File: src/logic/dcache_addr_pkg.sv
// address split between data cache index, cache tag and virtual address
`default_nettype none

package dcache_addr_pkg;

    // ------------------------------------------------------------
    // address widths
    // ------------------------------------------------------------

    // virtual and physical addresses share one width in this core
    localparam int unsigned VADDR_WIDTH = 64;

    // ------------------------------------------------------------
    // cache address split
    // ------------------------------------------------------------

    // the index lies inside the page offset, so it comes straight
    // from the virtual address before translation has finished
    localparam int unsigned DCACHE_INDEX_WIDTH = 12;

    // the tag sits directly above the index in the physical address
    // and is only sent in the cycle after the index was granted
    localparam int unsigned DCACHE_TAG_WIDTH = 44;

    // index plus tag never reach past the top of the address
    // so the tag slice is always legal

endpackage

`default_nettype wire

File: src/logic/load_op_pkg.sv
// load operation types shared by the load unit and its testbench
`default_nettype none

package load_op_pkg;

    // width of the data returned by the cache and of the load result
    localparam int unsigned DATA_WIDTH = 64;

    // byte offset of a load inside one doubleword
    localparam int unsigned OFFSET_BITS = 3;

    // load opcodes handled by the unit, the U variants zero-extend
    typedef enum logic [3:0] {
        LD,
        LW,
        LWU,
        LH,
        LHU,
        LB,
        LBU
    } load_op_e;

    // transfer size as presented to the data cache
    typedef enum logic [1:0] {
        SIZE_BYTE   = 2'd0,
        SIZE_HALF   = 2'd1,
        SIZE_WORD   = 2'd2,
        SIZE_DOUBLE = 2'd3
    } xfer_size_e;

    // map an opcode onto the number of bytes the cache has to fetch
    function automatic xfer_size_e xfer_size_of(input load_op_e op);
        case (op)
            LD:       return SIZE_DOUBLE;
            LW, LWU:  return SIZE_WORD;
            LH, LHU:  return SIZE_HALF;
            default:  return SIZE_BYTE;
        endcase
    endfunction

endpackage

`default_nettype wire
File: src/logic/load_unit.sv
// load unit top level, joins the request control with the response aligner
`timescale 1ns/1ps
`default_nettype none

module load_unit
    import load_op_pkg::*;
    import dcache_addr_pkg::*;
#(
    parameter int unsigned TransIdWidth = 3
) (
    input  wire logic                          clk_i,
    input  wire logic                          rst_ni,
    input  wire logic                          flush_i,
    // issue queue
    input  wire logic                          valid_i,
    input  wire logic [VADDR_WIDTH-1:0]        vaddr_i,
    input  wire logic [TransIdWidth-1:0]       trans_id_i,
    input  wire load_op_e                      op_i,
    output logic                               pop_o,
    // writeback
    output logic                               valid_o,
    output logic [TransIdWidth-1:0]            trans_id_o,
    output logic [DATA_WIDTH-1:0]              result_o,
    // data TLB
    output logic                               translation_req_o,
    output logic [VADDR_WIDTH-1:0]             vaddr_o,
    input  wire logic [VADDR_WIDTH-1:0]        paddr_i,
    input  wire logic                          dtlb_hit_i,
    // store address check
    input  wire logic                          page_offset_match_i,
    // data cache read port
    output logic                               data_req_o,
    output logic [DCACHE_INDEX_WIDTH-1:0]      address_index_o,
    output logic [DCACHE_TAG_WIDTH-1:0]        address_tag_o,
    output xfer_size_e                         data_size_o,
    output logic                               tag_valid_o,
    output logic                               kill_req_o,
    input  wire logic                          data_gnt_i,
    input  wire logic                          data_rvalid_i,
    input  wire logic [DATA_WIDTH-1:0]         data_rdata_i
);

    logic capture;
    logic retire_ok;

    // the TLB and the store checker both look at the untranslated address
    assign vaddr_o = vaddr_i;

    // the index comes from the page offset and the tag from the translation
    assign address_index_o = vaddr_i[DCACHE_INDEX_WIDTH-1:0];
    assign address_tag_o   = paddr_i[DCACHE_TAG_WIDTH+DCACHE_INDEX_WIDTH-1:DCACHE_INDEX_WIDTH];

    load_req_fsm i_load_req_fsm (
        .clk_i               (clk_i),
        .rst_ni              (rst_ni),
        .flush_i             (flush_i),
        .valid_i             (valid_i),
        .op_i                (op_i),
        .pop_o               (pop_o),
        .dtlb_hit_i          (dtlb_hit_i),
        .page_offset_match_i (page_offset_match_i),
        .translation_req_o   (translation_req_o),
        .data_gnt_i          (data_gnt_i),
        .data_req_o          (data_req_o),
        .data_size_o         (data_size_o),
        .tag_valid_o         (tag_valid_o),
        .kill_req_o          (kill_req_o),
        .capture_o           (capture),
        .retire_ok_o         (retire_ok)
    );

    load_data_align #(
        .TransIdWidth (TransIdWidth)
    ) i_load_data_align (
        .clk_i         (clk_i),
        .rst_ni        (rst_ni),
        .capture_i     (capture),
        .trans_id_i    (trans_id_i),
        .offset_i      (vaddr_i[OFFSET_BITS-1:0]),
        .op_i          (op_i),
        .data_rvalid_i (data_rvalid_i),
        .data_rdata_i  (data_rdata_i),
        .retire_ok_i   (retire_ok),
        .valid_o       (valid_o),
        .trans_id_o    (trans_id_o),
        .result_o      (result_o)
    );

endmodule

`default_nettype wire

File: src/logic/load_data_align.sv
// response side of the load unit, realigns returned data and extends it to the result
`timescale 1ns/1ps
`default_nettype none

module load_data_align
    import load_op_pkg::*;
#(
    parameter int unsigned TransIdWidth = 3
) (
    input  wire logic                    clk_i,
    input  wire logic                    rst_ni,
    // metadata of the load that is being issued
    input  wire logic                    capture_i,
    input  wire logic [TransIdWidth-1:0] trans_id_i,
    input  wire logic [OFFSET_BITS-1:0]  offset_i,
    input  wire load_op_e                op_i,
    // returned cache data
    input  wire logic                    data_rvalid_i,
    input  wire logic [DATA_WIDTH-1:0]   data_rdata_i,
    input  wire logic                    retire_ok_i,
    // retired result
    output logic                         valid_o,
    output logic [TransIdWidth-1:0]      trans_id_o,
    output logic [DATA_WIDTH-1:0]        result_o
);

    localparam int unsigned NumBytes = DATA_WIDTH / 8;

    logic [TransIdWidth-1:0] trans_id_q;
    logic [OFFSET_BITS-1:0]  offset_q;
    load_op_e                op_q;
    logic                    signed_d, signed_q;
    logic [OFFSET_BITS-1:0]  idx_d, idx_q;
    logic [DATA_WIDTH-1:0]   shifted_data;
    logic [NumBytes-1:0]     sign_bits;
    logic                    sign_bit;

    // work out the sign byte while the load is still in flight
    assign signed_d = (op_i == LW) || (op_i == LH) || (op_i == LB);
    assign idx_d    = (op_i == LW || op_i == LWU) ? offset_i + 3'd3 :
                      (op_i == LH || op_i == LHU) ? offset_i + 3'd1 :
                                                    offset_i;

    always_ff @(posedge clk_i or negedge rst_ni) begin
        if (!rst_ni) begin
            trans_id_q <= '0;
            offset_q   <= '0;
            op_q       <= LD;
            signed_q   <= 1'b0;
            idx_q      <= '0;
        end else if (capture_i) begin
            trans_id_q <= trans_id_i;
            offset_q   <= offset_i;
            op_q       <= op_i;
            signed_q   <= signed_d;
            idx_q      <= idx_d;
        end
    end

    // ------------------------------------------------------------
    // realignment and extension
    // ------------------------------------------------------------

    // move the addressed byte down to bit 0
    assign shifted_data = data_rdata_i >> {offset_q, 3'b000};

    // top bit of every byte, picked in parallel with the shifter
    always_comb begin
        for (int i = 0; i < NumBytes; i++) begin
            sign_bits[i] = data_rdata_i[8*i+7];
        end
    end

    // unsigned loads fill with zeros
    assign sign_bit = signed_q & sign_bits[idx_q];

    always_comb begin
        case (op_q)
            LW, LWU: result_o = {{(DATA_WIDTH-32){sign_bit}}, shifted_data[31:0]};
            LH, LHU: result_o = {{(DATA_WIDTH-16){sign_bit}}, shifted_data[15:0]};
            LB, LBU: result_o = {{(DATA_WIDTH-8){sign_bit}}, shifted_data[7:0]};
            default: result_o = shifted_data;
        endcase
    end

    // only data for a live request is retired
    assign valid_o    = data_rvalid_i & retire_ok_i;
    assign trans_id_o = trans_id_q;

endmodule

`default_nettype wire

File: src/logic/load_req_fsm.sv
// request-side control of the load unit, drives translation, cache handshake and retire gating
`timescale 1ns/1ps
`default_nettype none

module load_req_fsm
    import load_op_pkg::*;
(
    input  wire logic       clk_i,
    input  wire logic       rst_ni,
    input  wire logic       flush_i,
    // issue side
    input  wire logic       valid_i,
    input  wire load_op_e   op_i,
    output logic            pop_o,
    // translation and store check
    input  wire logic       dtlb_hit_i,
    input  wire logic       page_offset_match_i,
    output logic            translation_req_o,
    // data cache request side
    input  wire logic       data_gnt_i,
    output logic            data_req_o,
    output xfer_size_e      data_size_o,
    output logic            tag_valid_o,
    output logic            kill_req_o,
    // towards the aligner
    output logic            capture_o,
    output logic            retire_ok_o
);

    typedef enum logic [2:0] {
        IDLE,
        WAIT_GNT,
        SEND_TAG,
        WAIT_PAGE_OFFSET,
        ABORT_TRANSACTION,
        WAIT_TRANSLATION,
        WAIT_FLUSH
    } load_state_e;

    load_state_e state_d, state_q;

    // the size only depends on the opcode and is qualified by data_req_o
    assign data_size_o = xfer_size_of(op_i);

    // ------------------------------------------------------------
    // next state and handshake outputs
    // ------------------------------------------------------------
    always_comb begin
        state_d           = state_q;
        translation_req_o = 1'b0;
        data_req_o        = 1'b0;
        tag_valid_o       = 1'b0;
        kill_req_o        = 1'b0;
        pop_o             = 1'b0;

        case (state_q)
            IDLE: begin
                // nothing pending, a new load is handled below
            end

            // the store buffer still holds a store to the same page offset
            WAIT_PAGE_OFFSET: begin
                if (!page_offset_match_i) begin
                    state_d = WAIT_GNT;
                end
            end

            // keep both requests up until the cache arbiter grants us
            WAIT_GNT: begin
                translation_req_o = 1'b1;
                data_req_o        = 1'b1;
                if (data_gnt_i) begin
                    if (dtlb_hit_i) begin
                        state_d = SEND_TAG;
                        pop_o   = 1'b1;
                    end else begin
                        state_d = ABORT_TRANSACTION;
                    end
                end
            end

            // the granted index is followed by the translated tag
            SEND_TAG: begin
                tag_valid_o = 1'b1;
                state_d     = IDLE;
            end

            // a TLB miss frees the cache port so the page walker can use it
            ABORT_TRANSACTION: begin
                kill_req_o  = 1'b1;
                tag_valid_o = 1'b1;
                state_d     = WAIT_TRANSLATION;
            end

            // hold the translation request until the TLB has the entry
            WAIT_TRANSLATION: begin
                translation_req_o = 1'b1;
                if (dtlb_hit_i) begin
                    state_d = WAIT_GNT;
                end
            end

            // cancel whatever the cache still has in flight for us
            WAIT_FLUSH: begin
                kill_req_o  = 1'b1;
                tag_valid_o = 1'b1;
                state_d     = IDLE;
            end

            default: begin
                state_d = IDLE;
            end
        endcase

        // a new load may start when idle and also while the previous tag goes out
        if ((state_q == IDLE || state_q == SEND_TAG) && valid_i) begin
            // translation starts before the store check settles to ease timing
            translation_req_o = 1'b1;
            if (page_offset_match_i) begin
                state_d = WAIT_PAGE_OFFSET;
            end else begin
                data_req_o = 1'b1;
                if (!data_gnt_i) begin
                    state_d = WAIT_GNT;
                end else if (dtlb_hit_i) begin
                    state_d = SEND_TAG;
                    pop_o   = 1'b1;
                end else begin
                    state_d = ABORT_TRANSACTION;
                end
            end
        end

        // a flush always spends one cycle killing the outstanding request
        if (flush_i) begin
            state_d = WAIT_FLUSH;
        end
    end

    // the aligner latches the load metadata exactly when it leaves the queue
    assign capture_o = pop_o;

    // data coming back while we kill or flush belongs to a dead request
    assign retire_ok_o = (state_q != WAIT_FLUSH) && !kill_req_o;

    always_ff @(posedge clk_i or negedge rst_ni) begin
        if (!rst_ni) begin
            state_q <= IDLE;
        end else begin
            state_q <= state_d;
        end
    end

endmodule

`default_nettype wire

File: config.mk
export PLATFORM = sky130hd
export DESIGN_NAME = load_unit
export DESIGN_NICKNAME = d
export VERILOG_FILES = /design/src/logic/dcache_addr_pkg.sv /design/src/logic/load_op_pkg.sv /design/src/logic/load_unit.sv /design/src/logic/load_data_align.sv /design/src/logic/load_req_fsm.sv
export SDC_FILE = /design/constraint.sdc
export NUM_CORES = 1
export LEC_CHECK = 0
export BUFFER_PORTS_ARGS = -buffer_cell sky130_fd_sc_hd__buf_2
export CAP_MARGIN = 25
export CORE_AREA = 3 3 155 157
export DETAILED_ROUTE_END_ITERATION = 6
export DIE_AREA = 0 0 158 160
export GPL_TIMING_DRIVEN = 0
export PLACE_DENSITY = 0.45
export REMOVE_ABC_BUFFERS = 1
export SYNTH_ARGS = -nofsm -noshare
export SYNTH_HDL_FRONTEND = slang
export SYNTH_SLANG_ARGS = --single-unit
File: constraint.sdc
create_clock -name clk_i -period 3.4 [get_ports clk_i]
set_input_delay 1.02 -clock clk_i [delete_from_list [all_inputs] [get_ports clk_i]]
set_output_delay 1.02 -clock clk_i [all_outputs]
set_load 0.01 [all_outputs]
# After elaboration in Yosys (flattened, before gate mapping)
# Index checks and enable logic that the tools add are counted.
[word_totals]
register_bits = 17
[classes]
shift = 1
add_sub_neg = 2
reduce_logical = 19
muxes = 29
order_cmp = 1
n_bitwise = 2
n_eq_ne = 22
[op_table]
columns = ["operator", "n"]
rows = [
  ["case mux 64 bit (3 select lines)", 1],
  ["right shift 64 x 6 -> 64 bit", 1],
  ["2-to-1 mux 3 bit", 10],
  ["== test 4 x 3 -> 1 bit (second input constant)", 5],
  ["== test 4 x 2 -> 1 bit (second input constant)", 4],
  ["2-to-1 mux 1 bit", 15],
  ["case mux 3 bit (5 select lines)", 1],
  ["OR reduction 2 bit", 7],
  ["inequality test 4 x 3 -> 1 bit (second input constant)", 3],
  ["== test 3 bit (second input constant)", 3],
  ["== test 4 x 1 -> 1 bit (second input constant)", 2],
  ["== test 3 x 2 -> 1 bit (second input constant)", 2],
  ["inequality test 3 bit (second input constant)", 2],
  ["case mux 2 bit (3 select lines)", 1],
  ["logical OR 1 bit", 5],
  ["logical NOT 4 bit", 1],
  ["< comparator 3 x 4 -> 1 bit (second input constant)", 1],
  ["AND reduction 4 bit", 1],
  ["adder 3 x 1 -> 3 bit (second input constant)", 1],
  ["adder 3 x 2 -> 3 bit (second input constant)", 1],
  ["binary-select mux 1 bit (select 3 bit)", 1],
  ["== test 3 x 1 -> 1 bit (second input constant)", 1],
  ["logical NOT 3 bit", 1],
  ["OR reduction 3 bit", 1],
  ["other kinds (3)", 5],
]

# Longest topological paths before layout
[depth]
ltp_word = 7
ltp_mapped = 7
depth_no_buf = 7

# By module
# Synthesis repeated with hierarchy kept, for this count alone.
[unflattened]
cells_unflattened = 505
hier_area_um2 = 3933.8
[by_module_without_submodules]
columns = ["module", "cells_each", "seq_area_each_um2", "n_inst", "area_per_inst_um2"]
rows = [
  ["load_data_align", 341, 350.3, 1, 2693.8],
  ["load_unit", 120, 0.0, 1, 900.9],
  ["load_req_fsm", 44, 75.1, 1, 339.1],
]

# Least setup slack after synthesis
# OpenSTA, ideal clock, no wires.
[synth_timing]
path_type = "input-to-output"
startpoint = "input data_rdata_i[63]"
endpoint = "output result_o[56]"
n_path_buf = 1
setup_slack_ns = 0.222
path_stages = 6
t_arrival_ns = 2.158
required_ns = 2.380
path_cell_list = "mux4_2 -> o21ai_2 -> nor2_1 -> and2_1 -> buf_6 -> a21o_1"
[synth_between]
elab_chain_len = 4
[synth_lines]
columns = ["item", "line", "rtl"]
rows = [
  ["from (decl)", "load_unit.sv:40", "input wire logic [DATA_WIDTH-1:0] data_rdata_i"],
  ["binary-select mux 1 bit (select 3 bit)", "load_data_align.sv:75", "assign sign_bit = signed_q & sign_bits[idx_q];"],
  ["2-to-1 mux 1 bit (implied by the code)", "load_data_align.sv:75", ""],
  ["bitwise AND 1 bit", "load_data_align.sv:75", ""],
  ["case mux 64 bit (3 select lines)", "load_data_align.sv:78", "case (op_q)"],
  ["to (decl)", "load_unit.sv:23", "output logic [DATA_WIDTH-1:0] result_o,"],
]
# Every way passes these cells. The select of a mux whose other input is x is not followed.

# Worst setup path in the final report
[layout_timing]
startpoint = "input data_rdata_i[63]"
endpoint = "output result_o[62]"
# Same word-level chain as after synthesis.

==> flow_metrics.tcl <==
set metrics [dict create \
    htree_levels 1 \
    reg2reg_slack_ps 1490 \
    min_to "i_load_data_align.trans_id_o[0]$_DFFE_PN0P_" \
    cts_tree "yes" \
    power_mw 3.39 \
    hp-start "i_load_data_align.trans_id_o[0]$_DFFE_PN0P_" \
    dr_total_vias 3954 \
    drv_cap 0 \
    dr.pass1.iters 4 \
    cp_cell_sequence "buf_12 > mux4_2 > o21ai_4 > nor2_4 > and2_4 > a21o_1 > buf_6" \
    setup_viol 34 \
    hold_violations 0 \
    swShare_pct 53.4 \
    n_fill_cell 2584 \
    layout_common_cells "147 x buf_2, 52 x o21ai_0, 41 x mux2i_1, 38 x nand2_1, 31 x mux2_2" \
    synthDistinctLibCells 44 \
    status "finished, violations left" \
    gp_congestion 0.919 \
    worst_slew_pin_slew_ps 866 \
    cp_max_fo 8 \
    clock_latency_ps 250 \
    dieWidth_um 158 \
    switchingPower_mw 1.81 \
    startpoint_type "input port" \
    viasPerCell 4.78 \
    slowest_delay_ps 490 \
    drive_gt1_share_pct 46.1 \
    start_util_pct 17.3 \
    num_rows 55 \
    ys_seq_elements 17 \
    fp.dieH_um 160 \
    reg2reg_depth 4 \
    hpwl_um 20600 \
    p_int_mw 1.58 \
    yosysTopAreaCellShare_pct 23.8 \
    min_delay_path_depth 1 \
    worstPathArrival_ps 2450 \
    whs_ps 505 \
    synth_area_leaders "buf_4 24%, dfrtp_1 11%, mux2i_1 10%" \
    worstPathRequired_ps 2380 \
    dp_slack_ps -1130 \
    clkPwrFrac_pct 7.2 \
    yosys_warnings 0 \
    grt_pass1_vias 3882 \
    diodes 0 \
    rsz0062_at_grt "true" \
    core-area_um2 22600 \
    cts_made_buffers 3 \
    area_growth_pct 14.5 \
    cts_hold_buf 0 \
    post_drt_wl_per_cell_um 31.0 \
    layout_commonest_cell "buf_2" \
    min_period_ps 3470 \
    power_density_nw_per_um2 756 \
    clk_pin_slew_ps 60 \
    ios 402 \
    clock_sinks 17 \
    finalCritPeriodShare_pct 102 \
    worst_slack_ps -74.7 \
    fmax_mhz 288 \
    stdcell_area_um2 4480 \
    grt_max_degree 46 \
    cts-root-buf "clkbuf_16" \
    r2r_start "i_load_req_fsm.state_q[2]$_DFFE_PN0P_" \
    fin_nets 752 \
    port_buffers 162 \
    wl_um 25700 \
    placedCellCount 814 \
    relSlewSlack_pct 41.8 \
    violations "negative setup slack" \
    reg2reg_to "i_load_data_align.trans_id_o[2]$_DFFE_PN0P_" \
    vdd_drop_max_uv 208 \
    critical_path_class "in -> out" \
    drc_errors 0 \
    end_kind "output port" \
    ant_nets 0 \
    cp_slowest_cell "mux4_2" \
    placed_cell_area_um2 4070 \
    ys_seq_area_share_pct 10.9 \
    final_cell_count_no_fill 827 \
    syn_area_um2 3910 \
    hold_path.class "reg -> reg" \
    seq_power_share_pct 13.5 \
    p_comb_share_pct 79.4 \
    syn_area_per_cell_um2 7.51 \
    grt_pass1_wl_um 33400 \
    p_leak_nw 2.06 \
    grt_usage_pct 19.0 \
    grt_overflow_total 0 \
    antenna_found_initial 0 \
    synth_cells 521 \
    dieArea_um2 25300 \
    finalClockSkew_ps 1.62 \
    max-clock-path-buffers 2 \
    slew_viol_final 0 \
    drt_iter0_drc 218 \
    yosysTopAreaCell "buf_4" \
]
## sequential cells by signal, summed over array words and instances, names as in the netlist
name,count
i_load_data_align.offset_q,3
i_load_data_align.signed_q,1
i_load_data_align.idx_q,3
i_load_data_align.trans_id_o,3
i_load_data_align.op_q,4
i_load_req_fsm.state_q,3
## Yosys cell counts, drive strengths merged
master	number
buf	141
o21ai	61
mux2i	41
nand2	40
mux2	31
a21oi	27
nor2	26
dfrtp	17
clkbuf	16
a22oi	13
a211oi	11
nor2b	10
a21o	9
inv	8
a31o	7
o211ai	7
nand2b	6
o31ai	6
a21boi	5
mux4	5
nor3	5
a31oi	4
xor2	3
and3	2
ha	2
nand3	2
nand3b	2
nand4b	2
nor4b	2
or2	2
xnor2	2
a311o	1
and2	1
nor4bb	1
o22ai	1
o41ai	1
or3	1
## kinds of logic after synthesis
family                   count (synthesis)  synth area share [%]
XOR/XNOR                                 5                  1.12
buffers and inverters                  165                  28.5
adder cells (fa/ha/maj)                  2                 0.640
AO/OA/AOI/OAI                          153                  24.1
flip-flops                              17                  10.9
multiplexers                            77                  22.3
AND/OR/NAND/NOR                        102                  12.5
## worst max-delay path by stage
stage	start	endpoint	slack [ps]	cells after the start
after floorplan	i_load_data_align.offset_q[1]$_DFFE_PN0P_	result_o[25]	-470	5
after detailed placement	i_load_data_align.offset_q[2]$_DFFE_PN0P_	result_o[62]	-1130	7
after global placement	i_load_data_align.offset_q[1]$_DFFE_PN0P_	result_o[62]	-2020	5
after global routing	data_rdata_i[63]	result_o[58]	-120	7
final	data_rdata_i[63]	result_o[62]	-70	7
after CTS	data_rdata_i[63]	result_o[62]	-100	7
## metrics by stage
step                util, %  TNS (ps)
floorplan                 -    -12260
global placement       17.6    -96470
CTS                    19.6     -2580
detailed placement     18.0    -35840
finish                 19.8      -971
global route           19.8     -3590
## layout make-up
type	count	area (µm²)	share of cell area, %
tap	285	357	7.96
timing repair buffer	171	1040	23.2
inverter	8	33.8	0.754
multi-input combinational	341	2530	56.4
timing repair inverter	1	7.51	0.168
sequential	17	434	9.69
clock buffer	3	75.1	1.68
clock inverter	1	7.51	0.168
## timing repair
item,in CTS,in global routing
cloned,3,0
pin swaps,7,5
buffers inserted,5,1
resized for setup,61,10
endpoints found under the setup margin,64,64
## worst max-delay path, delay by kind of cell
| family | cells | cell delay [ps] |
|---|---|---|
| simple gates | 2 | 350 |
| buf+inv | 2 | 220 |
| mux | 1 | 490 |
| compound gates | 2 | 360 |
## power by group through the flow
stage | sequential (mW) | combinational, mW | clock [mW]
floorplan | 0.479 | 1.30 | 0
global placement | 0.564 | 2.21 | 0
detailed placement | 0.492 | 2.30 | 0
CTS | 0.452 | 2.68 | 0.254
global route | 0.480 | 2.91 | 0.268
finish | 0.456 | 2.69 | 0.243
## routing by layer
metal	track usage, %	wire [µm]
met3	10.9	3730
met1	19.3	8570
met4	10.6	1770
met5	2.78	88
met2	30.1	11500
(Power assumes the default switching activity.)
